$ cat config.mk
export PLATFORM = sky130hd
export DESIGN_NAME = lsu_top
export DESIGN_NICKNAME = d
export VERILOG_FILES = /design/src/hdl/lsu_isa_pkg.sv /design/src/hdl/lsu_ctrl_pkg.sv /design/src/hdl/lsu_agu.sv /design/src/hdl/lsu_bypass.sv /design/src/hdl/lsu_mem_unit.sv /design/src/hdl/lsu_top.sv
export SDC_FILE = /design/constraint.sdc
export NUM_CORES = 2
export LEC_CHECK = 0
export BUFFER_PORTS_ARGS = -buffer_cell sky130_fd_sc_hd__buf_4
export CORE_AREA = 8 8 462 464
export DETAILED_ROUTE_END_ITERATION = 10
export DIE_AREA = 0 0 470 472
export GPL_TIMING_DRIVEN = 0
export HOLD_SLACK_MARGIN = 0.06
export PLACE_DENSITY_LB_ADDON = 0.3
export SYNTH_ARGS = -nofsm -noshare
export SYNTH_HDL_FRONTEND = slang
export SYNTH_SLANG_ARGS = --single-unit
$ cat constraint.sdc
create_clock -name clk_i -period 25.5 [get_ports clk_i]
set_input_delay 0 -clock clk_i [delete_from_list [all_inputs] [get_ports clk_i]]
set_output_delay 0 -clock clk_i [all_outputs]
set_load 0.1 [all_outputs]
$ cat src/hdl/lsu_isa_pkg.sv
// instruction set definitions for the load/store unit
// operation codes, functional unit select, exception causes
// and the width constants of the 64-bit datapath

package lsu_isa_pkg;

    // ----------------------------------------------------------------------
    // widths
    // ----------------------------------------------------------------------
    parameter int unsigned XLEN    = 64;
    parameter int unsigned BE_W    = XLEN / 8;
    // lowest address bit that must match all bits above it
    parameter int unsigned VA_BITS = 39;

    // ----------------------------------------------------------------------
    // operations
    // ----------------------------------------------------------------------
    typedef enum logic [3:0] {
        LD  = 4'd0,
        LW  = 4'd1,
        LWU = 4'd2,
        LH  = 4'd3,
        LHU = 4'd4,
        LB  = 4'd5,
        LBU = 4'd6,
        SD  = 4'd7,
        SW  = 4'd8,
        SH  = 4'd9,
        SB  = 4'd10
    } lsu_op_e;

    typedef enum logic {
        LOAD  = 1'b0,
        STORE = 1'b1
    } fu_e;

    // standard RISC-V cause numbers
    typedef enum logic [3:0] {
        LD_ADDR_MISALIGNED = 4'd4,
        ST_ADDR_MISALIGNED = 4'd6,
        LOAD_PAGE_FAULT    = 4'd13,
        STORE_PAGE_FAULT   = 4'd15
    } exc_cause_e;

endpackage

$ cat src/hdl/lsu_ctrl_pkg.sv
// structs passed between the load/store unit blocks
// exception record, incoming request, buffered control entry
// and the result returned per operation

package lsu_ctrl_pkg;
    import lsu_isa_pkg::*;

    // default transaction id width, the top level must agree
    parameter int unsigned TRANS_ID_W = 3;

    typedef struct packed {
        exc_cause_e      cause;
        logic [XLEN-1:0] tval;
        logic            valid;
    } exception_t;

    typedef struct packed {
        lsu_op_e               op;
        logic [XLEN-1:0]       operand_a;
        logic [XLEN-1:0]       imm;
        // store data
        logic [XLEN-1:0]       operand_b;
        logic [TRANS_ID_W-1:0] trans_id;
    } lsu_req_t;

    typedef struct packed {
        logic                  valid;
        logic [XLEN-1:0]       vaddr;
        logic [XLEN-1:0]       wdata;
        logic [BE_W-1:0]       be;
        fu_e                   fu;
        lsu_op_e               op;
        logic [TRANS_ID_W-1:0] trans_id;
        exception_t            exception;
    } lsu_ctrl_t;

    typedef struct packed {
        logic                  valid;
        logic [TRANS_ID_W-1:0] trans_id;
        logic [XLEN-1:0]       data;
        exception_t            exception;
    } lsu_result_t;

endpackage

$ cat src/hdl/lsu_agu.sv
// address generation for the load/store unit
// virtual address, byte enables and store lane alignment
// misaligned and non-canonical address detection

`timescale 1ns/1ps

module lsu_agu
    import lsu_isa_pkg::*;
    import lsu_ctrl_pkg::*;
(
    input  logic      valid_i,
    input  lsu_req_t  req_i,
    output lsu_ctrl_t ctrl_o
);

    logic [XLEN-1:0] vaddr;
    logic [BE_W-1:0] size_mask;
    logic [BE_W-1:0] be;
    logic [XLEN-1:0] wdata;
    logic            misaligned;
    logic            non_canonical;
    fu_e             fu;
    exception_t      ex;

    // signed add, immediate is already sign extended
    assign vaddr = $unsigned($signed(req_i.imm) + $signed(req_i.operand_a));

    assign fu = (req_i.op inside {SD, SW, SH, SB}) ? STORE : LOAD;

    // ----------------------------------------------------------------------
    // access size
    // ----------------------------------------------------------------------
    always_comb begin : size_decode
        size_mask  = '0;
        misaligned = 1'b0;
        case (req_i.op)
            LD, SD: begin
                size_mask  = 8'b1111_1111;
                misaligned = |vaddr[2:0];
            end
            LW, LWU, SW: begin
                size_mask  = 8'b0000_1111;
                misaligned = |vaddr[1:0];
            end
            LH, LHU, SH: begin
                size_mask  = 8'b0000_0011;
                misaligned = vaddr[0];
            end
            // bytes are always aligned
            LB, LBU, SB: begin
                size_mask  = 8'b0000_0001;
            end
            default: ;
        endcase
    end

    // byte lanes follow the offset inside the doubleword
    assign be    = size_mask << vaddr[2:0];
    assign wdata = req_i.operand_b << {vaddr[2:0], 3'b000};

    // upper bits must all be copies of bit VA_BITS
    assign non_canonical = !((&vaddr[XLEN-1:VA_BITS]) || !(|vaddr[XLEN-1:VA_BITS]));

    // ----------------------------------------------------------------------
    // exception
    // ----------------------------------------------------------------------
    always_comb begin : exception_gen
        ex = '0;
        // page fault takes priority over misalignment
        if (non_canonical) begin
            ex.valid = 1'b1;
            ex.tval  = vaddr;
            if (fu == STORE) begin
                ex.cause = STORE_PAGE_FAULT;
            end else begin
                ex.cause = LOAD_PAGE_FAULT;
            end
        end else if (misaligned) begin
            ex.valid = 1'b1;
            ex.tval  = vaddr;
            if (fu == STORE) begin
                ex.cause = ST_ADDR_MISALIGNED;
            end else begin
                ex.cause = LD_ADDR_MISALIGNED;
            end
        end
    end

    assign ctrl_o = '{
        valid:     valid_i,
        vaddr:     vaddr,
        wdata:     wdata,
        be:        be,
        fu:        fu,
        op:        req_i.op,
        trans_id:  req_i.trans_id,
        exception: ex
    };

endmodule

$ cat src/hdl/lsu_bypass.sv
// two-entry control buffer between address generation and execution
// passes the request straight through while empty

`timescale 1ns/1ps

module lsu_bypass
    import lsu_ctrl_pkg::*;
#(
    parameter type payload_t = lsu_ctrl_t
) (
    input  logic     clk_i,
    input  logic     rst_ni,
    input  payload_t data_i,
    input  logic     pop_i,
    output payload_t data_o,
    output logic     ready_o
);

    payload_t   mem_q [2];
    logic       rd_ptr_q;
    logic       wr_ptr_q;
    logic [1:0] cnt_q;
    logic       empty;
    logic       push;
    logic       pop_head;

    assign empty   = (cnt_q == 2'd0);
    assign ready_o = empty;

    // head entry, or the incoming request when nothing is queued
    assign data_o = empty ? data_i : mem_q[rd_ptr_q];

    // accepted request that the consumer did not take right away
    assign push     = data_i.valid & empty & ~pop_i;
    assign pop_head = pop_i & ~empty;

    always_ff @(posedge clk_i or negedge rst_ni) begin : ctrl_regs
        if (!rst_ni) begin
            rd_ptr_q <= 1'b0;
            wr_ptr_q <= 1'b0;
            cnt_q    <= 2'd0;
        end else begin
            if (push) begin
                wr_ptr_q <= ~wr_ptr_q;
            end
            if (pop_head) begin
                rd_ptr_q <= ~rd_ptr_q;
            end
            cnt_q <= cnt_q + {1'b0, push} - {1'b0, pop_head};
        end
    end

    always_ff @(posedge clk_i) begin : entry_store
        if (push) begin
            mem_q[wr_ptr_q] <= data_i;
        end
        // drop the valid flag of the entry just taken
        if (pop_head) begin
            mem_q[rd_ptr_q].valid <= 1'b0;
        end
    end

endmodule

$ cat src/hdl/lsu_mem_unit.sv
// execution side of the load/store unit
// local doubleword memory, byte-masked stores, extended loads
// one registered result per popped operation

`timescale 1ns/1ps

module lsu_mem_unit
    import lsu_isa_pkg::*;
    import lsu_ctrl_pkg::*;
#(
    parameter int unsigned MEM_DEPTH  = 16,
    parameter int unsigned TRANS_ID_W = 3
) (
    input  logic        clk_i,
    input  logic        rst_ni,
    input  lsu_ctrl_t   ctrl_i,
    output logic        pop_o,
    output lsu_result_t result_o
);

    localparam int unsigned IDX_W = $clog2(MEM_DEPTH);

    logic [XLEN-1:0]       mem_q [MEM_DEPTH];
    logic [IDX_W-1:0]      idx;
    logic                  busy_q;
    lsu_result_t           result_q;

    // second cycle of a load
    logic [XLEN-1:0]       ld_data_q;
    logic [2:0]            ld_off_q;
    lsu_op_e               ld_op_q;
    logic [TRANS_ID_W-1:0] ld_tid_q;
    logic [XLEN-1:0]       ld_shifted;
    logic [XLEN-1:0]       ld_result;

    // address bits above the index are ignored, so accesses wrap
    assign idx   = ctrl_i.vaddr[3 +: IDX_W];
    assign pop_o = ctrl_i.valid & ~busy_q;

    // ----------------------------------------------------------------------
    // load alignment and extension
    // ----------------------------------------------------------------------
    always_comb begin : load_extend
        ld_shifted = ld_data_q >> {ld_off_q, 3'b000};
        case (ld_op_q)
            LD:      ld_result = ld_shifted;
            LW:      ld_result = {{32{ld_shifted[31]}}, ld_shifted[31:0]};
            LWU:     ld_result = {32'b0, ld_shifted[31:0]};
            LH:      ld_result = {{48{ld_shifted[15]}}, ld_shifted[15:0]};
            LHU:     ld_result = {48'b0, ld_shifted[15:0]};
            LB:      ld_result = {{56{ld_shifted[7]}}, ld_shifted[7:0]};
            LBU:     ld_result = {56'b0, ld_shifted[7:0]};
            default: ld_result = '0;
        endcase
    end

    // ----------------------------------------------------------------------
    // memory and result
    // ----------------------------------------------------------------------
    always_ff @(posedge clk_i or negedge rst_ni) begin : exec
        if (!rst_ni) begin
            busy_q   <= 1'b0;
            result_q <= '0;
            for (int i = 0; i < MEM_DEPTH; i++) begin
                mem_q[i] <= '0;
            end
        end else begin
            result_q.valid <= 1'b0;
            busy_q         <= 1'b0;
            if (busy_q) begin
                result_q <= '{valid: 1'b1, trans_id: ld_tid_q, data: ld_result,
                              exception: '0};
            end else if (pop_o) begin
                if (ctrl_i.exception.valid) begin
                    // no memory access on exception
                    result_q <= '{valid: 1'b1, trans_id: ctrl_i.trans_id, data: '0,
                                  exception: ctrl_i.exception};
                end else if (ctrl_i.fu == STORE) begin
                    for (int b = 0; b < BE_W; b++) begin
                        if (ctrl_i.be[b]) begin
                            mem_q[idx][8*b +: 8] <= ctrl_i.wdata[8*b +: 8];
                        end
                    end
                    result_q <= '{valid: 1'b1, trans_id: ctrl_i.trans_id, data: '0,
                                  exception: '0};
                end else begin
                    busy_q <= 1'b1;
                end
            end
        end
    end

    // registered read, finished in the busy cycle
    always_ff @(posedge clk_i) begin : load_capture
        if (pop_o) begin
            ld_data_q <= mem_q[idx];
            ld_off_q  <= ctrl_i.vaddr[2:0];
            ld_op_q   <= ctrl_i.op;
            ld_tid_q  <= ctrl_i.trans_id;
        end
    end

    assign result_o = result_q;

endmodule

$ cat src/hdl/lsu_top.sv
// load/store unit top level
// address generation, control buffer and memory execution unit

`timescale 1ns/1ps

module lsu_top
    import lsu_ctrl_pkg::*;
#(
    parameter int unsigned TRANS_ID_W = 3,
    parameter int unsigned MEM_DEPTH  = 16
) (
    input  logic        clk_i,
    input  logic        rst_ni,
    input  logic        valid_i,
    input  lsu_req_t    req_i,
    output logic        ready_o,
    output lsu_result_t result_o
);

    lsu_ctrl_t agu_ctrl;
    lsu_ctrl_t exe_ctrl;
    logic      exe_pop;

    // struct fields are sized by the package width
    if (TRANS_ID_W != lsu_ctrl_pkg::TRANS_ID_W) begin : g_trans_id_check
        $error("TRANS_ID_W differs from the lsu_ctrl_pkg width");
    end

    lsu_agu lsu_agu_i (
        .valid_i ( valid_i  ),
        .req_i   ( req_i    ),
        .ctrl_o  ( agu_ctrl )
    );

    lsu_bypass #(
        .payload_t ( lsu_ctrl_t )
    ) lsu_bypass_i (
        .clk_i   ( clk_i    ),
        .rst_ni  ( rst_ni   ),
        .data_i  ( agu_ctrl ),
        .pop_i   ( exe_pop  ),
        .data_o  ( exe_ctrl ),
        .ready_o ( ready_o  )
    );

    lsu_mem_unit #(
        .MEM_DEPTH  ( MEM_DEPTH  ),
        .TRANS_ID_W ( TRANS_ID_W )
    ) lsu_mem_unit_i (
        .clk_i    ( clk_i    ),
        .rst_ni   ( rst_ni   ),
        .ctrl_i   ( exe_ctrl ),
        .pop_o    ( exe_pop  ),
        .result_o ( result_o )
    );

endmodule

==> out/metrics.yaml <==
hold_depth: 5
coreArea_mm2: 0.206
grt_usage_pct: 25.7
clk_latency_ns: 0.83
ys.flop_type: "dfrtp_1"
grt_start_max_net_pins: 180
power_density_mw_per_mm2: 119
antenna_found_initial: 29
drt-total-wl_mm: 295
ant_nets: 0
endpoint_kind: "register"
drive_above_1_share_pct: 25.0
syn_area_mm2: 0.0758
p_total_uw: 10700
root_buffer: "clkbuf_16"
drt_iter0_drc: 6797
yosysTopAreaCell: "dfrtp_1"
start_util_pct: 36.8
die_area_mm2: 0.222
cts_buffers: 163
clk_pin_slew_ns: 0.06
crit_required_ns: 26.01
fill_cells: 19000
arrival_ns: 7.56
firstDrtPassIters: 6
startpoint_type: "primary input"
route.detailed.drc: 0
via_per_inst: 6.08
rsz0062_at_grt: "false"
path_max_fanout: 10
ys_seq_area_share_pct: 53.6
violations: "max-capacitance violations, max-slew violations"
rows: 167
synth_area_leaders: "dfrtp_1, edfxtp_1, mux2_2, mux4_2, nand2_1"
cts_max_level: 4
vias: 58300
die_x_um: 470
max_slew_margin_pct: -6.41
ys_async_sr_fraction_pct: 75.2
io_buffers: 338
synthDominantCellAreaShare_pct: 38.4
routedWlPerCell_um: 30.8
status: "finished with violations"
leakage_uw: 0.0376
gp_congestion: 0.968
grt_overflow: 0
tritoncts: "done"
grt_pass1_vias: 57900
setup_viol_count_final: 0
peakVddDrop_mv: 0.196
grt_pass1_wl_mm: 421
fin_tns_setup_ns: 0
ios: 340
dp_hpwl_mm: 216
syn_avg_cell_area_um2: 12.6
cts_resized: 0
worstMarginPinSlew_ns: 1.60
period_share_pct: 27.6
finalHoldViolations: 0
fin_crit_ns: 7.05
fmax_ghz: 0.142
crit_type: "in2reg"
clock_skew_ns: 0.0484
clkSinkCount: 1548
synth_edf_count: 384
cts_buffer_depth: 3
synth.ff_latch_count: 1548
drv_slew: 131
nets: 6998
area_growth_pct: 18.8
r2r_cells: 11
post-cts-setup-buffer-count: 0
yosysUniqueCellTypes: 92
syn-num-nets: 6265
synth_warnings: 0
worstHoldPathType: "in2reg"
chipHeight_um: 472
netlist_instances: 5997
maxCapViolCount: 13
cts_hold_buf: 186
==> sequential cells by signal, indices dropped and copies added (netlist names), 2 cells and up <==
name	flops
lsu_bypass_i.cnt_q	2
lsu_bypass_i.mem_q	310
lsu_mem_unit_i.ld_data_q	64
lsu_mem_unit_i.ld_off_q	3
lsu_mem_unit_i.ld_op_q	4
lsu_mem_unit_i.ld_tid_q	3
lsu_mem_unit_i.mem_q	1024
lsu_mem_unit_i.result_o	135
==> power by group <==
group | internal, µW | switching [µW]
Clock | 1400 | 1050
Combinational | 1180 | 4150
Sequential | 2800 | 121
Total | 5390 | 5320
==> worst paths after layout <==
path	slack [ns]	startpoint	to
setup reg to reg	19.17	lsu_bypass_i.cnt_q[0]	lsu_mem_unit_i.ld_data_q[60]
min in group asynchronous	0.50	rst_ni	lsu_mem_unit_i.result_o[131]
hold reg to reg	0.48	lsu_bypass_i.cnt_q[1]	lsu_bypass_i.cnt_q[1]
setup / recovery	18.45	req_i[169]	lsu_bypass_i.mem_q[0][47]
max in group asynchronous	23.38	rst_ni	lsu_mem_unit_i.mem_q[384]
hold / removal	0.09	req_i[87]	lsu_bypass_i.mem_q[0][21]
==> cell type report <==
class                      count  area (µm²)  area share (%)
timing repair buffer         568        5140            5.71
multi-input combinational   3955       33300            37.0
buffer                       462        1960            2.17
clock inverter                61         739           0.821
sequential                  1548       40700            45.1
tap                         2704        3380            3.75
inverter                      32         120           0.133
clock buffer                 239        4750            5.27
antenna                       14        35.0          0.0389
==> cells by family (layout without fill, tap and decap cells) <==
group | Yosys count | after routing | synth area share [%]
flip-flops | 1548 | 1548 | 53.6
AO/OA/AOI/OAI | 1275 | 1275 | 11.8
other | 0 | 14 | 0
AND/OR/NAND/NOR | 1400 | 1400 | 9.10
XOR/XNOR | 55 | 55 | 0.635
adder cells (fa/ha/maj) | 67 | 67 | 1.11
buffers and inverters | 494 | 1362 | 2.68
multiplexers | 1158 | 1158 | 21.1
==> synth_stat cells (32+ instances only) <==
master and n:
a211oi_1 61, a21oi_1 261, a31oi_1 73, a32o_1 169
and2_1 49, and3_1 94, buf_1 98, buf_2 52
clkbuf_1 293, dfrtp_1 1164, edfxtp_1 384, ha_1 65
mux2_1 112, mux2_2 585, mux2i_1 180, mux4_2 281
nand2_1 654, nand3_1 44, nand4_1 66, nor2_1 262
nor2b_1 51, nor3_1 32, o21ai_0 238, o21ai_1 51
o2bb2ai_1 256
==> layer usage <==
metal  wire (µm)  vias to the layer above  global-route usage [%]
met2      125000                     3186                    37.6
met5         263                        -                       0
li1            -                    24300                       -
met1      122000                    30200                    34.6
met3       33900                      646                    9.21
met4       14300                       12                    11.0
==> through the flow <==
stage / cell area [µm²] / instances / utilization, % / worst slack [ns] / hold slack [ns]
after floorplan: 75800 / 5997 / - / 16.70 / -0.296
after global placement: 81800 / 9039 / 39.7 / 10.31 / 0.328
after detailed placement: 82700 / 9082 / 40.1 / 18.81 / -0.0452
after CTS: 90000 / 9568 / 43.7 / 18.58 / 0.0690
after global routing: 90100 / 9573 / 43.7 / 18.14 / 0.119
final: 90100 / 9583 / 43.7 / 18.45 / 0.0914
==> layout by cell type, fill, tap and decap left out, types with 66 or more instances in the layout <==
| cell type | synthesis | routed |
|---|---|---|
| mux4_2 | 281 | 281 |
| mux2i_1 | 180 | 180 |
| dlygate4sd3_1 | 0 | 185 |
| nand2_1 | 654 | 654 |
| clkbuf_16 | 0 | 167 |
| nor2_1 | 262 | 260 |
| mux2_1 | 112 | 112 |
| buf_2 | 52 | 82 |
| a32o_1 | 169 | 169 |
| a31oi_1 | 73 | 69 |
| o21ai_0 | 238 | 238 |
| buf_4 | 13 | 366 |
| clkbuf_1 | 293 | 326 |
| nand4_1 | 66 | 66 |
| buf_1 | 98 | 68 |
| mux2_2 | 585 | 585 |
| dfrtp_1 | 1164 | 1164 |
| and3_1 | 94 | 94 |
| o2bb2ai_1 | 256 | 256 |
| a21oi_1 | 261 | 261 |
| edfxtp_1 | 384 | 384 |
==> critical path, cell delays in order <==
cell and delay, ns:
dlygate4sd3_1 0.54, buf_4 0.13, ha_1 0.28, dlygate4sd3_1 0.57, clkbuf_2 0.21, nand4_1 0.22, nor4_1 0.81, and4_1 0.38
o311ai_1 0.38, and3_1 0.29, clkbuf_1 0.20, o21ai_1 0.19, xor2_1 0.62, nand4_1 0.20, nor4b_2 0.60, nand2_1 0.25
o21ai_2 0.31, a21o_1 0.17, buf_2 0.32, buf_1 0.72, nor2_1 0.17
Note: power is estimated with default switching activity, not from simulation.
